`config.mk`:
```
export PLATFORM = sky130hd
export DESIGN_NAME = vga_top
export DESIGN_NICKNAME = d
export VERILOG_FILES = /design/src/vga_pkg.sv /design/src/vga_if.sv /design/src/vga_timing.sv /design/src/draw_background.sv /design/src/draw_marker.sv /design/src/vga_top.sv
export SDC_FILE = /design/constraint.sdc
export NUM_CORES = 1
export LEC_CHECK = 0
export BUFFER_PORTS_ARGS = -buffer_cell sky130_fd_sc_hd__buf_4
export CAP_MARGIN = 20
export CORE_MARGIN = 2
export CORE_UTILIZATION = 45
export CTS_CLUSTER_SIZE = 25
export DETAILED_ROUTE_END_ITERATION = 10
export PLACE_DENSITY_LB_ADDON = 0.3
export SKIP_CTS_REPAIR_TIMING = 1
export SLEW_MARGIN = 10
export SYNTH_ARGS = -nofsm -noshare
export SYNTH_HDL_FRONTEND = slang
export SYNTH_SLANG_ARGS = --single-unit
```
`constraint.sdc`:
```
create_clock -name clk -period 5.1 [get_ports clk]
set_clock_uncertainty 0.15 [all_clocks]
set_input_delay 0.51 -clock clk [delete_from_list [all_inputs] [get_ports clk]]
set_output_delay 0.51 -clock clk [all_outputs]
set_load 0.03 [all_outputs]
```
`src/vga_pkg.sv`:
```
package vga_pkg;

    // XGA 1024x768 at 65 MHz pixel clock
    localparam int H_ACTIVE = 1024;
    localparam int H_FP     = 24;
    localparam int H_SYNC   = 136;
    localparam int H_TOTAL  = 1344;

    localparam int V_ACTIVE = 768;
    localparam int V_FP     = 3;
    localparam int V_SYNC   = 6;
    localparam int V_TOTAL  = 806;

    // game modes as delivered by the game FSM
    typedef enum logic [2:0] {
        MENU_MODE    = 3'd0,
        GAME_MODE    = 3'd1,
        VICTORY_MODE = 3'd2,
        GAME_OVER    = 3'd3,
        MULTI_WAIT   = 3'd4
    } mode_t;

    // 4 bits per channel, red in the top nibble
    typedef struct packed {
        logic [3:0] r;
        logic [3:0] g;
        logic [3:0] b;
    } rgb_t;

    localparam rgb_t C_BLACK     = 12'h000;
    localparam rgb_t C_WHITE     = 12'hfff;
    localparam rgb_t C_YELLOW    = 12'hff0;
    localparam rgb_t C_RED       = 12'hf00;
    localparam rgb_t C_GREEN     = 12'h0f0;
    localparam rgb_t C_BLUE      = 12'h00f;
    localparam rgb_t C_VICTORY   = 12'h2f2;
    localparam rgb_t C_GAME_OVER = 12'hf22;
    localparam rgb_t C_WAIT      = 12'h22f;
    localparam rgb_t C_MARKER    = 12'hfa0;

    // menu title bar, inclusive limits
    localparam int TITLE_X0 = 170;
    localparam int TITLE_X1 = 910;
    localparam int TITLE_Y0 = 90;
    localparam int TITLE_Y1 = 250;

    // player marker edge length in pixels
    localparam int MARKER_SIZE = 16;

endpackage

```
`src/vga_if.sv`:
```
`timescale 1ns/10ps

interface vga_if
    import vga_pkg::*;
();

    logic [11:0] hcount;
    logic [11:0] vcount;
    logic        hsync;
    logic        vsync;
    logic        hblnk;
    logic        vblnk;
    rgb_t        rgb;

    modport src (
        output hcount, vcount,
        output hsync, vsync,
        output hblnk, vblnk,
        output rgb
    );

    modport snk (
        input hcount, vcount,
        input hsync, vsync,
        input hblnk, vblnk,
        input rgb
    );

endinterface

```
`src/vga_timing.sv`:
```
`timescale 1ns/10ps

module vga_timing
    import vga_pkg::*;
(
    input  logic clk,
    input  logic rst,
    vga_if.src   out
);

    localparam logic [11:0] H_LAST    = 12'(H_TOTAL - 1);
    localparam logic [11:0] V_LAST    = 12'(V_TOTAL - 1);
    localparam logic [11:0] H_BLANK   = 12'(H_ACTIVE);
    localparam logic [11:0] V_BLANK   = 12'(V_ACTIVE);
    localparam logic [11:0] HS_START  = 12'(H_ACTIVE + H_FP);
    localparam logic [11:0] HS_END    = 12'(H_ACTIVE + H_FP + H_SYNC);
    localparam logic [11:0] VS_START  = 12'(V_ACTIVE + V_FP);
    localparam logic [11:0] VS_END    = 12'(V_ACTIVE + V_FP + V_SYNC);

    logic [11:0] hcount_q;
    logic [11:0] vcount_q;
    logic [11:0] hcount_nxt;
    logic [11:0] vcount_nxt;
    logic        hsync_q;
    logic        vsync_q;
    logic        hblnk_q;
    logic        vblnk_q;

    // next raster position
    always_comb begin
        hcount_nxt = hcount_q + 12'd1;
        vcount_nxt = vcount_q;
        if (hcount_q == H_LAST) begin
            hcount_nxt = '0;
            if (vcount_q == V_LAST) begin
                vcount_nxt = '0;
            end else begin
                vcount_nxt = vcount_q + 12'd1;
            end
        end
    end

    // decode flags from the next position so they line up with the counters
    always_ff @(posedge clk) begin
        if (rst) begin
            hcount_q <= '0;
            vcount_q <= '0;
            hsync_q  <= 1'b0;
            vsync_q  <= 1'b0;
            hblnk_q  <= 1'b0;
            vblnk_q  <= 1'b0;
        end else begin
            hcount_q <= hcount_nxt;
            vcount_q <= vcount_nxt;
            hblnk_q  <= (hcount_nxt >= H_BLANK);
            vblnk_q  <= (vcount_nxt >= V_BLANK);
            hsync_q  <= (hcount_nxt >= HS_START) && (hcount_nxt < HS_END);
            vsync_q  <= (vcount_nxt >= VS_START) && (vcount_nxt < VS_END);
        end
    end

    assign out.hcount = hcount_q;
    assign out.vcount = vcount_q;
    assign out.hsync  = hsync_q;
    assign out.vsync  = vsync_q;
    assign out.hblnk  = hblnk_q;
    assign out.vblnk  = vblnk_q;

    // the painters downstream supply all colour
    assign out.rgb    = C_BLACK;

endmodule

```
`src/draw_background.sv`:
```
`timescale 1ns/10ps

module draw_background
    import vga_pkg::*;
#(
    parameter int TOP_V_LINE    = 317,
    parameter int BOTTOM_V_LINE = 617,
    parameter int LEFT_H_LINE   = 361,
    parameter int RIGHT_H_LINE  = 661,
    parameter int BORDER        = 10
) (
    input  logic  clk,
    input  logic  rst,
    input  mode_t control_state,
    vga_if.snk    in,
    vga_if.src    out
);

    localparam logic [11:0] H_EDGE_R = 12'(H_ACTIVE - 1);
    localparam logic [11:0] V_EDGE_B = 12'(V_ACTIVE - 1);

    // outer and inner bounds of the game frame, upper bounds exclusive
    localparam logic [11:0] FRAME_X0 = 12'(LEFT_H_LINE - BORDER);
    localparam logic [11:0] FRAME_X1 = 12'(RIGHT_H_LINE + BORDER);
    localparam logic [11:0] FRAME_Y0 = 12'(TOP_V_LINE - BORDER);
    localparam logic [11:0] FRAME_Y1 = 12'(BOTTOM_V_LINE + BORDER);
    localparam logic [11:0] FIELD_X0 = 12'(LEFT_H_LINE);
    localparam logic [11:0] FIELD_X1 = 12'(RIGHT_H_LINE);
    localparam logic [11:0] FIELD_Y0 = 12'(TOP_V_LINE);
    localparam logic [11:0] FIELD_Y1 = 12'(BOTTOM_V_LINE);

    logic in_title;
    logic in_outer;
    logic in_field;
    logic in_frame;
    logic blank;
    rgb_t edge_rgb;
    logic on_edge;
    rgb_t rgb_q;
    rgb_t rgb_nxt;

    assign blank = in.hblnk || in.vblnk;

    assign in_title = (in.hcount >= 12'(TITLE_X0)) && (in.hcount <= 12'(TITLE_X1)) &&
                      (in.vcount >= 12'(TITLE_Y0)) && (in.vcount <= 12'(TITLE_Y1));

    assign in_outer = (in.hcount >= FRAME_X0) && (in.hcount < FRAME_X1) &&
                      (in.vcount >= FRAME_Y0) && (in.vcount < FRAME_Y1);
    assign in_field = (in.hcount >= FIELD_X0) && (in.hcount < FIELD_X1) &&
                      (in.vcount >= FIELD_Y0) && (in.vcount < FIELD_Y1);
    // ring between the outer bound and the play field
    assign in_frame = in_outer && !in_field;

    // coloured screen edges, top and bottom win over the sides
    always_comb begin
        on_edge  = 1'b1;
        edge_rgb = C_BLACK;
        if (in.vcount == 12'd0) begin
            edge_rgb = C_YELLOW;
        end else if (in.vcount == V_EDGE_B) begin
            edge_rgb = C_RED;
        end else if (in.hcount == 12'd0) begin
            edge_rgb = C_GREEN;
        end else if (in.hcount == H_EDGE_R) begin
            edge_rgb = C_BLUE;
        end else begin
            on_edge = 1'b0;
        end
    end

    always_comb begin
        case (control_state)
            MENU_MODE: begin
                if (blank) begin
                    rgb_nxt = C_BLACK;
                end else if (on_edge) begin
                    rgb_nxt = edge_rgb;
                end else if (in_title) begin
                    rgb_nxt = C_WHITE;
                end else begin
                    rgb_nxt = C_BLACK;
                end
            end
            GAME_MODE: begin
                if (blank) begin
                    rgb_nxt = C_BLACK;
                end else if (on_edge) begin
                    rgb_nxt = edge_rgb;
                end else if (in_frame) begin
                    rgb_nxt = C_WHITE;
                end else begin
                    rgb_nxt = C_BLACK;
                end
            end
            // flat screens also cover blanking
            VICTORY_MODE: rgb_nxt = C_VICTORY;
            GAME_OVER:    rgb_nxt = C_GAME_OVER;
            MULTI_WAIT:   rgb_nxt = C_WAIT;
            // unknown code keeps the last pixel
            default:      rgb_nxt = rgb_q;
        endcase
    end

    always_ff @(posedge clk) begin
        if (rst) begin
            out.hcount <= '0;
            out.vcount <= '0;
            out.hsync  <= 1'b0;
            out.vsync  <= 1'b0;
            out.hblnk  <= 1'b0;
            out.vblnk  <= 1'b0;
            rgb_q      <= C_BLACK;
        end else begin
            out.hcount <= in.hcount;
            out.vcount <= in.vcount;
            out.hsync  <= in.hsync;
            out.vsync  <= in.vsync;
            out.hblnk  <= in.hblnk;
            out.vblnk  <= in.vblnk;
            rgb_q      <= rgb_nxt;
        end
    end

    assign out.rgb = rgb_q;

endmodule

```
`src/draw_marker.sv`:
```
`timescale 1ns/10ps

module draw_marker
    import vga_pkg::*;
#(
    parameter int TOP_V_LINE    = 317,
    parameter int BOTTOM_V_LINE = 617,
    parameter int LEFT_H_LINE   = 361,
    parameter int RIGHT_H_LINE  = 661,
    parameter int BORDER        = 10
) (
    input  logic        clk,
    input  logic        rst,
    input  mode_t       control_state,
    input  logic [11:0] marker_x,
    input  logic [11:0] marker_y,
    vga_if.snk          in,
    output logic [11:0] hcount,
    output logic [11:0] vcount,
    output logic        hsync,
    output logic        vsync,
    output logic        hblnk,
    output logic        vblnk,
    output rgb_t        rgb
);

    // legal top-left corners keep the whole square in the field
    localparam logic [11:0] X_MIN = 12'(LEFT_H_LINE);
    localparam logic [11:0] X_MAX = 12'(RIGHT_H_LINE - MARKER_SIZE);
    localparam logic [11:0] Y_MIN = 12'(TOP_V_LINE);
    localparam logic [11:0] Y_MAX = 12'(BOTTOM_V_LINE - MARKER_SIZE);
    localparam logic [11:0] SIZE  = 12'(MARKER_SIZE);

    logic [11:0] pos_x;
    logic [11:0] pos_y;
    logic        in_square;
    logic        show;

    always_comb begin
        if (marker_x < X_MIN) begin
            pos_x = X_MIN;
        end else if (marker_x > X_MAX) begin
            pos_x = X_MAX;
        end else begin
            pos_x = marker_x;
        end
        if (marker_y < Y_MIN) begin
            pos_y = Y_MIN;
        end else if (marker_y > Y_MAX) begin
            pos_y = Y_MAX;
        end else begin
            pos_y = marker_y;
        end
    end

    assign in_square = (in.hcount >= pos_x) && (in.hcount < pos_x + SIZE) &&
                       (in.vcount >= pos_y) && (in.vcount < pos_y + SIZE);

    assign show = (control_state == GAME_MODE) && !in.hblnk && !in.vblnk && in_square;

    always_ff @(posedge clk) begin
        if (rst) begin
            hcount <= '0;
            vcount <= '0;
            hsync  <= 1'b0;
            vsync  <= 1'b0;
            hblnk  <= 1'b0;
            vblnk  <= 1'b0;
            rgb    <= C_BLACK;
        end else begin
            hcount <= in.hcount;
            vcount <= in.vcount;
            hsync  <= in.hsync;
            vsync  <= in.vsync;
            hblnk  <= in.hblnk;
            vblnk  <= in.vblnk;
            rgb    <= show ? C_MARKER : in.rgb;
        end
    end

endmodule

```
`src/vga_top.sv`:
```
`timescale 1ns/10ps

module vga_top
    import vga_pkg::*;
#(
    parameter int TOP_V_LINE    = 317,
    parameter int BOTTOM_V_LINE = 617,
    parameter int LEFT_H_LINE   = 361,
    parameter int RIGHT_H_LINE  = 661,
    parameter int BORDER        = 10
) (
    input  logic        clk,
    input  logic        rst,
    input  mode_t       control_state,
    input  logic [11:0] marker_x,
    input  logic [11:0] marker_y,
    output logic [11:0] hcount,
    output logic [11:0] vcount,
    output logic        hsync,
    output logic        vsync,
    output logic        hblnk,
    output logic        vblnk,
    output rgb_t        rgb
);

    // raster from the generator, then after the background stage
    vga_if t_bus ();
    vga_if b_bus ();

    vga_timing i_vga_timing (
        .clk (clk),
        .rst (rst),
        .out (t_bus)
    );

    draw_background #(
        .TOP_V_LINE    (TOP_V_LINE),
        .BOTTOM_V_LINE (BOTTOM_V_LINE),
        .LEFT_H_LINE   (LEFT_H_LINE),
        .RIGHT_H_LINE  (RIGHT_H_LINE),
        .BORDER        (BORDER)
    ) i_draw_background (
        .clk           (clk),
        .rst           (rst),
        .control_state (control_state),
        .in            (t_bus),
        .out           (b_bus)
    );

    // marker sees the same mode one cycle later than the background
    draw_marker #(
        .TOP_V_LINE    (TOP_V_LINE),
        .BOTTOM_V_LINE (BOTTOM_V_LINE),
        .LEFT_H_LINE   (LEFT_H_LINE),
        .RIGHT_H_LINE  (RIGHT_H_LINE),
        .BORDER        (BORDER)
    ) i_draw_marker (
        .clk           (clk),
        .rst           (rst),
        .control_state (control_state),
        .marker_x      (marker_x),
        .marker_y      (marker_y),
        .in            (b_bus),
        .hcount        (hcount),
        .vcount        (vcount),
        .hsync         (hsync),
        .vsync         (vsync),
        .hblnk         (hblnk),
        .vblnk         (vblnk),
        .rgb           (rgb)
    );

endmodule

```
* Word-level counts from Yosys, hierarchy flattened *
Index checks and enable logic that the tools add are counted.

word-level totals
  output and inout port bits = 40
  bits in registers = 108

cells by class
  reductions and logical operators = 27
  add/sub/neg operators = 4
  mux-type cells = 23
  equal/unequal tests = 8
  $lt $le $gt $ge = 26

operators with widths
  operator                                                                             count
  12-bit 2-to-1 mux                                                                    17
  12-bit by 10-bit < comparator with 1-bit output (second input constant)              5
  12-bit case mux with 5 select lines                                                  1
  12-bit by 9-bit >= comparator with 1-bit output (second input constant)              4
  12-bit by 10-bit == test with 1-bit output (second input constant)                   3
  12-bit by 1-bit adder with 12-bit output (second input constant)                     2
  12-bit by 5-bit adder with 12-bit output (second input constant)                     2
  12-bit by 10-bit >= comparator with 1-bit output (second input constant)             2
  12-bit by 11-bit >= comparator with 1-bit output (second input constant)             2
  12-bit >= comparator                                                                 2
  12-bit by 10-bit > comparator with 1-bit output (second input constant)              2
  12-bit zero test                                                                     2
  12-bit < comparator                                                                  2
  12-bit by 9-bit < comparator with 1-bit output (second input constant)               2
  1-bit logical AND                                                                    18
  12-bit by 11-bit == test with 1-bit output (second input constant)                   1
  12-bit by 7-bit >= comparator with 1-bit output (second input constant)              1
  12-bit by 8-bit >= comparator with 1-bit output (second input constant)              1
  12-bit by 10-bit less-or-equal comparator with 1-bit output (second input constant)  1
  12-bit by 8-bit less-or-equal comparator with 1-bit output (second input constant)   1
  12-bit by 11-bit < comparator with 1-bit output (second input constant)              1
  3-bit by 2-bit == test with 1-bit output (second input constant)                     2
  5-bit nonzero test                                                                   1
  1-bit 2-to-1 mux                                                                     4
  7 further kinds                                                                      9

* Depth between registers and ports, before layout *
Gate-level depths: netlist of run 1.

  word-level depth = 10
  mapped depth = 18
  depth with buffers taken out = 18

* By module *
From an unflattened synthesis of run 1, not the netlist that was laid out.

unflattened totals
  cells, all modules = 670
  area total of the unflattened synthesis = 5,883.1 µm²

modules (own cells, without submodules)
  module           cells each  times used  area an instance (µm²)  seq. area each (µm²)
  draw_marker      276         1           2,439.8                 800.8
  vga_timing       223         1           1,826.8                 560.5
  draw_background  171         1           1,616.6                 680.7

* Least setup slack after synthesis of run 1 *
Ideal clock, no wire load.

  path type = input to register
  start = input marker_y[2]
  end = register i_draw_marker.rgb[1] (netlist name)
  stages on the path = 17
  required time = 4,834 ps
  arrival time = 3,573 ps
  slack = 1,261 ps
  setup time = 116 ps
  path through = o211a_1 > o21ai_0 > nand2_1 > a211oi_1 > nor2b_1 > nor2b_1 > inv_1 > ha_1 > nand2_1 > o21ai_0 > ha_1 > and4_1 > a21o_1 > nor4_1 > o211ai_1 > a211o_1 > and3b_1

between the ends
  cells in the longest elaborated chain, start to end = 8
  elaborated cells between the ends (all ways) = 11
  classes of those cells = add/sub (1); order compare (4); mux (2); reduce/logical (4)

RTL lines
  element                                                                                  line                                  text
  from (decl)                                                                              vga_top.sv:16                         input logic [11:0] marker_y,
  12-bit by 10-bit > comparator with 1-bit output                                          draw_marker.sv:49                     end else if (marker_y > Y_MAX) begin
  12-bit 2-to-1 mux                                                                        draw_marker.sv:49
  12-bit 2-to-1 mux (*)                                                                    draw_marker.sv:47                     if (marker_y < Y_MIN) begin
  12-bit by 5-bit adder with 12-bit output / 12-bit >= comparator (equally long branches)  draw_marker.sv:57                     (in.vcount >= pos_y) && (in.vcount < pos_y + SIZE);
  12-bit < comparator / 1-bit logical AND (equally long branches)                          draw_marker.sv:57, draw_marker.sv:56
  1-bit logical AND (*)                                                                    draw_marker.sv:57
  1-bit logical AND (*)                                                                    draw_marker.sv:59                     assign show = (control_state == GAME_MODE) && !in.hblnk && !in.vblnk && in_square;
  2-bit OR reduction (no source line) (*)                                                  -

Mark *: on every way between the ends. The rest lies on a longest branch, timed or not.
A chain may end at the register's enable or synchronous reset.

* Worst setup path after layout of run 1 *
  start = input marker_y[2]
  end = register i_draw_marker.rgb[4] (netlist name)

between the ends
  cells in the longest elaborated chain, start to end = 8
  elaborated cells between the ends (all ways) = 11
  classes of those cells = add/sub (1); order compare (4); mux (2); reduce/logical (4)

RTL lines
  element                                                                                  line
  12-bit by 10-bit > comparator with 1-bit output                                          draw_marker.sv:49
  12-bit 2-to-1 mux                                                                        draw_marker.sv:49
  12-bit 2-to-1 mux (*)                                                                    draw_marker.sv:47
  12-bit by 5-bit adder with 12-bit output / 12-bit >= comparator (equally long branches)  draw_marker.sv:57
  12-bit < comparator / 1-bit logical AND (equally long branches)                          draw_marker.sv:57, draw_marker.sv:56
  1-bit logical AND (*)                                                                    draw_marker.sv:57
  1-bit logical AND (*)                                                                    draw_marker.sv:59
  2-bit OR reduction (no source line) (*)                                                  -

Marked as above.

==> results.txt, run 1 <==
The initial antenna violation count was 0. The tools report the detailed-routed wire length on met2 as 5.55 mm. The top cell types in the final layout, fill and taps aside, are sky130_fd_sc_hd__dfxtp_1 (97), sky130_fd_sc_hd__buf_4 (68), sky130_fd_sc_hd__nor2_1 (60). The die height works out to 113 um. The net count of the finished layout is 761.

TritonCTS built the clock tree. For the initial standard-cell utilization of the core, the log shows 46.5%. The longest clock path from root to sink contains 2 buffers. Setup repair after global routing left no endpoint under its margin. Setup violations remaining at the end of the flow were counted as 0.

Worst slew margin relative to its limit: 45.1%. Among all stages on the critical path, the largest delay is contributed by sky130_fd_sc_hd__a211oi_1. The flow ran to the end, and the final reports show no timing, DRC or antenna violations.

The tools report the floorplan row count as 39. The root buffer cell chosen for the clock tree is sky130_fd_sc_hd__clkbuf_16. The number of enable flip-flop cells after synthesis was 0. Entering global routing, the biggest net connects 85 pins.

In this run, distinct cell masters in the synthesized netlist total 66. Global routing used 19.2% of the available tracks across all layers. The worst setup path is of the input port to register kind. Cells fill 53.5% of the core in the end. IR analysis of the VDD net gives a maximum drop of 0.000172 V. From left edge to right edge, the die measures 113 um. For the count of max-cap constraint violations, the log shows 0.

At the worst endpoint, the arrival time is 4.30 ns. The number of hold violations in the final report came out at 0. Class of the tightest hold or removal check: register to register. Once detail routing completed, the nets flagged for antenna violations numbered 0.

In the final layout, the multi-input gates occupy 3160 um2. The final wirelength is 11.9 mm. The library cell occupying the most area in the post-synthesis netlist was sky130_fd_sc_hd__dfxtp_1.

The H-tree generated during clock tree synthesis spans 3 levels. The number of synthesized register bits came out at 97. The first detailed-routing pass ran for 4 iterations.

The highest clock rate is 235 MHz, and the core outline area is 11600 um2. The library cell used most frequently in the layout, excluding fill and tap cells, is sky130_fd_sc_hd__dfxtp_1. The first global-routing pass estimated 20.0 mm of wire.

The layout has 1060 filler cells. Clock-pin slew was measured on the worst setup and hold paths at 0.07 ns. In the post-route analysis, the smallest setup slack over all paths is 0.853 ns. The worst setup path is launched from an input port.

Dividing the detail-routed wire length by the instance count gives 14.3 um. The uppermost signal routing layer after detailed routing is met4. The worst path uses 83.3% of the clock period. The via count of the first global-routing pass was 4237; the number of buffers created by CTS was 9. The share of synthesized area in the top cell type comes to 36.1%. The latest clock arrival within the worst-skew pair is 0.34 ns, and the number of slew-limit violations in the final report is 0. In the final layout, the share of cells above drive strength 1 is 13.9%.

The total overflow left after global routing is 0. The average instance in the mapped netlist occupies 8.48 um2. The met3 wire length was 488 um. The worst-margin pin slew is 0.824 ns.

I/O pin total: 69. In the post-synthesis netlist, the biggest area contributors are sky130_fd_sc_hd__dfxtp_1 (36%), sky130_fd_sc_hd__ha_1 (12%), sky130_fd_sc_hd__nor2b_1 (6.9%). The worst path in the final design needs a cycle of 4.25 ns, including I/O delays and setup. The areal power density over the cells is 250 nW/um2.

For this run, design rule violations remaining after detail routing come to 0. The setup TNS after final layout was 0 ns; the number of vias after detailed routing was 4533. The Yosys step of the flow raised 0 warnings.

The synthesis-to-finish area growth came out at 14.9%. The maximum single-stage delay on the critical path came out at 0.42 ns. The proportion of register bits with asynchronous set or reset after synthesis was 0%; the wire length on met1 was 5.58 mm. Of the synthesized area, sequential elements account for 36.1%. The HPWL after detailed placement is 8.97 mm.

The floorplan step defined a die boundary enclosing 12800 um2. The routability congestion estimate from global placement was 0.899; the required time of the critical path was 5.15 ns. The tree built by TritonCTS fans out to 97 sinks. Via density per instance: 5.47. The run gives 362 as the detailed router's first-iteration violation count. STA classifies the critical path endpoint as a register.

Summing every instance area after synthesis gives 5380 um2. In the final layout, flip-flops and latches occupy 1940 um2. Synthesis handed over a netlist of 634 instances.

Traced cell by cell, the critical path runs through buf_4, o211a_1, o21ai_0, nand2_1, a211oi_1, nor2b_1, nor2b_1, inv_1, ha_1, nand2_1, o21ai_0, ha_1, and4_1, a21o_1, nor4_1, o211ai_1, a211o_1, nor3b_1. Of all nets on the critical path, the largest fanout is 7. In this run the tool buffered the top-level ports with 68 buffer cells.

The number of antenna diodes in the final layout is 0. Among all flip-flop cells after synthesis, the most frequent one is sky130_fd_sc_hd__dfxtp_1. The minimum setup slack after placement is 0.471 ns. Summed over all cells, the static leakage comes to 0.00269 uW.
## final timing paths
kind	from	endpoint	slack, ns	cells past startpoint
max	marker_y[2]	i_draw_marker.rgb[4]	0.85	18
min	i_vga_timing.out.vsync	i_draw_background.out.vsync	0.28	1
max reg2reg	i_vga_timing.out.hcount[4]	i_vga_timing.out.vsync	1.43	8
min reg2reg	i_vga_timing.out.vsync	i_draw_background.out.vsync	0.28	1
## sequential cells by signal, summed over array words and instances, names as in the netlist
signal,cells
i_vga_timing.out.hcount,12
i_draw_marker.vblnk,1
i_draw_background.out.hsync,1
i_draw_marker.hsync,1
i_draw_marker.rgb,7
i_vga_timing.out.hsync,1
i_vga_timing.out.vsync,1
i_draw_marker.hblnk,1
i_draw_marker.vsync,1
i_vga_timing.out.hblnk,1
i_draw_background.out.vcount,12
i_draw_background.out.vblnk,1
i_draw_marker.vcount,12
i_draw_marker.hcount,12
i_vga_timing.out.vblnk,1
i_draw_background.out.hcount,12
i_vga_timing.out.vcount,12
i_draw_background.out.rgb,6
i_draw_background.out.hblnk,1
i_draw_background.out.vsync,1
## report_power, final
group | total (uW) | leakage (uW) | internal (uW) | switching [uW]
logic | 138 | 0.00177 | 56.8 | 81.2
clock network | 630 | 0.000134 | 334 | 296
registers | 775 | 0.000785 | 768 | 7.19
## Yosys cell counts, types with 4 or more instances
cell / number
sky130_fd_sc_hd__a211oi_1: 8
sky130_fd_sc_hd__or4_1: 5
sky130_fd_sc_hd__xnor2_1: 14
sky130_fd_sc_hd__nand4_1: 9
sky130_fd_sc_hd__xor2_1: 8
sky130_fd_sc_hd__or3_1: 8
sky130_fd_sc_hd__inv_1: 30
sky130_fd_sc_hd__o2111ai_1: 4
sky130_fd_sc_hd__nand2b_1: 9
sky130_fd_sc_hd__a31oi_1: 8
sky130_fd_sc_hd__nor3_1: 14
sky130_fd_sc_hd__nand3_1: 16
sky130_fd_sc_hd__nand2_1: 39
sky130_fd_sc_hd__a21o_1: 8
sky130_fd_sc_hd__nor2b_1: 59
sky130_fd_sc_hd__nor2_1: 60
sky130_fd_sc_hd__dfxtp_1: 97
sky130_fd_sc_hd__and3_1: 5
sky130_fd_sc_hd__ha_1: 52
sky130_fd_sc_hd__buf_4: 5
sky130_fd_sc_hd__clkbuf_1: 25
sky130_fd_sc_hd__buf_2: 6
sky130_fd_sc_hd__nor4b_1: 4
sky130_fd_sc_hd__nor4_1: 7
sky130_fd_sc_hd__a21oi_1: 37
sky130_fd_sc_hd__o21a_1: 6
sky130_fd_sc_hd__o21ai_0: 33
## cell families after synthesis
logic type	share of synthesized area, %
adder cells (fa/ha/maj)	12.1
flip-flops	36.1
XOR/XNOR	3.58
multiplexers	0.186
buffers and inverters	5.65
AND/OR/NAND/NOR	25.8
other	0.0697
AO/OA/AOI/OAI	16.5
## through the flow
| stage | area (um2) | std cells | total power [uW] | hold WS [ns] |
|---|---|---|---|---|
| 6_report | 6180 | 828 | 1540 | 0.280 |
| 5_1_grt | 6180 | 828 | 1610 | 0.295 |
| 4_1_cts | 6180 | 828 | 1560 | 0.274 |
| 3_5_place_dp | 5900 | 812 | 931 | 0.272 |
| 3_3_place_gp | 5900 | 812 | 925 | 0.279 |
| 2_1_floorplan | 5410 | 641 | 882 | 0.264 |
## area by class of cell
type                       count  area share (%)
multi-input combinational    474            51.1
sequential                    97            31.4
timing repair buffer          68            8.26
clock buffer                   9            3.64
tap                          143            2.89
inverter                      30            1.82
clock inverter                 7           0.870
## per-layer routing
layer / global-route usage (%) / vias up
met3: 3.86 / 22
met5: 0 / -
li1: - / 2299
met1: 25.0 / 2100
met2: 31.7 / 112
met4: 6.83 / 0
## worst max-delay path, delay by kind of cell
kind	cells	cell delay, ns
AOI/OAI and AO/OA	7	1.63
adders and majority gates	2	0.49
buffers and inverters	2	0.22
and+or+nand+nor	7	1.45
No activity file was read; power rests on OpenSTA's default activity.
==> inputs of run 2 (changes only) <==
==> constraint.sdc (replaced) <==
create_clock -name clk -period 4.4 [get_ports clk]
set_clock_uncertainty 0.15 [all_clocks]
set_input_delay 0.44 -clock clk [delete_from_list [all_inputs] [get_ports clk]]
set_output_delay 0.44 -clock clk [all_outputs]
set_load 0.03 [all_outputs]
==> run 2 against run 1 <==
  * Cell count up 0.48%
  * Combinational power up 16%
  * First-iteration DRC count up 37%
  * Non-clock buffer count up 4
  * Critical path depth up 1
  * Wire length down 0.19%
  * Via count up 1.2%
  * Sequential share of layout area down 0.32 points
  * Worst hold slack worse by 0.066 ns
  * Design area up 1.0%
==> results.txt, run 2 (same netlist as run 1, synthesis figures left out) <==
The flow ran to the end, and the final reports show no timing, DRC or antenna violations. The run gives 69 (unchanged) as the I/O pin total. The count of max-cap constraint violations was 0 (unchanged); the fraction of layout instances using a drive strength above 1 was 14.4% (+0.50 points). The cell depth of the worst hold path was 2 (+1); the highest clock rate was 250 MHz.

The post-route total power is 1870 uW (+21%). Walking the worst path, the cells encountered are buf_4, or3_1, a21oi_1, nor2_1, o21ai_0, and2_1, nor2_1, nand2_1, inv_1, ha_1, nand3_1, o21ai_0, ha_1, or3_1, a2111oi_0, buf_4, o211ai_1, a211o_1, nor3b_1. The number of port buffers is 68 (unchanged), and the overall die width is 113 um (unchanged). The post-detailed-route wirelength per cell is 14.2 um (-0.67%). The start-to-end type of the worst setup path was input port to register. The setup TNS after final layout was 0 ns (unchanged). The via count of the first global-routing pass is 4360 (+2.9%), and the number of diodes is 0 (unchanged). The core outline area was 11600 um2 (unchanged). The floorplan row count was 39 (unchanged).

The root buffer cell chosen for the clock tree is sky130_fd_sc_hd__clkbuf_16. The global-route wire length before repair was 20.2 mm (+0.86%); the leakage component of the power was 0.00273 uW (+1.4%). The latest clock arrival within the worst-skew pair is 0.35 ns (about the same). The run gives 0 (unchanged) as the count of nets left with antenna violations after detail routing. Number of slew-limit violations in the final report: 0 (unchanged). The logs give 0 (unchanged) for the number of hold violations in the final report and 3 (unchanged) for the CTS H-tree depth. The detailed-routed wire length on met2 was 5.43 mm (-2.1%). Full die area: 12800 um2 (unchanged). The highest-delay cell along the critical path was sky130_fd_sc_hd__or3_1.

Number of vias after detailed routing: 4588 (+1.2%). For the detailed router's first-iteration violation count, the log shows 495 (+37%). The required time of the critical path was 4.45 ns (-0.70 ns). The die height works out to 113 um (unchanged). The run gives 5.44 mm (-2.6%) as the wire length on met1. Endpoint type of the worst setup path: a register. The clock input transition at the sequential cells of the worst setup and hold paths was 0.07 ns (about the same). The number of sinks driven by the clock tree was 97 (unchanged). Among cell families on the critical path, the largest total delay comes from simple AND/OR/NAND/NOR gates. TritonCTS built the clock tree. The number of buffers created by CTS is 9 (unchanged). The final setup violation count was 0 (unchanged); the total global-route track usage was 19.2% (-0.039 points). After layout, the worst path uses 90.9% of the clock period. The run gives 765 (+0.53%) as the final-stage net count.

The top fanout value on the critical path is 7 (unchanged). For the final wirelength, the log shows 11.8 mm (-0.19%). Setup repair after global routing left no endpoint under its margin. The largest vdd supply drop was 0.000148 V (-14%); the synthesis-to-finish area growth was 16.1%. The routability congestion estimate from global placement is 0.899 (about the same).

The worst path buffer plus inverter count is 3 (+1). The run gives 46.5% (unchanged) as the initial standard-cell utilization of the core. For the largest net degree at the start of global routing, the log shows 85 (unchanged). The tools report the worst flop-to-flop path startpoint as i_vga_timing.out.hcount[4].

The worst hold path begins at control_state[2]. The initial antenna violation count was 0 (unchanged); the worst-margin pin slew was 0.815 ns (-0.00877 ns). The total global routing overflow came out at 0 (unchanged). The met3 wire length was 570 um (+17%); the areal power density over the cells was 300 nW/um2 (+20%).

The first-pass detailed-route iteration total came out at 5 (+1). The worst reg2reg path depth was 9 (+1). The worst register-to-register path ends at i_vga_timing.out.vsync. The via density per instance was 5.51 (+0.73%). The maximum single-stage delay on the critical path came out at 0.39 ns (-0.03 ns).

The worst setup path is launched from an input port. In this run the worst hold path is classified as input port to register. Final period demand of the worst path: 4.00 ns.

The leading cell type in the layout, fill and taps excluded was sky130_fd_sc_hd__dfxtp_1. The tools report the worst slew margin relative to its limit as 45.7% (+0.58 points). For the number of design rule violations left after detail routing, the log shows 0 (unchanged). The HPWL reported at the end of detailed placement was 8.96 mm (-0.10%).

The maximum buffer depth of the clock tree is 2 (unchanged). For the internal reg-to-reg setup slack, the log shows 0.97 ns (-0.46 ns). In the layout the commonest cells are sky130_fd_sc_hd__dfxtp_1 (97), sky130_fd_sc_hd__buf_4 (72), sky130_fd_sc_hd__nor2_1 (60). The end point of the worst hold path was i_draw_background.out.rgb[2]. The highest layer touched by signal routing is met4. Data arrival time of the critical path: 4.05 ns (-0.25 ns).
-- run 2: how the worst max path moves through the flow --
stage                                       to  cells past startpoint  slack, ns   startpoint
after global placement    i_draw_marker.rgb[4]                     19       0.16  marker_x[2]
after floorplan           i_draw_marker.rgb[1]                     17       0.63  marker_y[2]
after global routing      i_draw_marker.rgb[4]                     19       0.09  marker_x[2]
final                     i_draw_marker.rgb[4]                     19       0.40  marker_x[2]
after CTS                 i_draw_marker.rgb[4]                     19       0.41  marker_x[2]
after detailed placement  i_draw_marker.rgb[4]                     19       0.05  marker_x[2]
-- run 2: layer usage --
| metal | vias to the layer above | track usage, % |
|---|---|---|
| met5 | - | 0 |
| met3 | 31 | 4.18 |
| li1 | 2315 | - |
| met2 | 139 | 32.1 |
| met1 | 2103 | 23.7 |
| met4 | 0 | 8.21 |
-- run 2: stage by stage --
stage / std cells / setup slack, ns / util, % / hold slack [ns] / cell area [um2]
floorplan: 641 / 0.631 / - / 0.264 / 5410
detailed placement: 816 / 0.0521 / 51.3 / 0.286 / 5930
finish: 832 / 0.401 / 54.0 / 0.214 / 6250
CTS: 832 / 0.409 / 54.0 / 0.199 / 6250
global placement: 816 / 0.158 / 51.3 / 0.277 / 5930
global route: 832 / 0.0906 / 54.0 / 0.217 / 6250
-- run 2: cell type report --
type / instances / area [um2]
Fill cell: 1045 / 5320
Sequential cell: 97 / 1940
Clock buffer: 9 / 225
Clock inverter: 7 / 87.6
Inverter: 30 / 113
Timing Repair Buffer: 72 / 541
Tap cell: 143 / 179
Multi-Input combinational cell: 474 / 3160
-- run 2: where the power goes --
| group | internal [uW] | total, uW | switching, uW | leakage [uW] |
|---|---|---|---|---|
| Clock | 453 | 813 | 361 | 0.000154 |
| Combinational | 66.8 | 160 | 93.6 | 0.00179 |
| Sequential | 890 | 898 | 8.24 | 0.000785 |
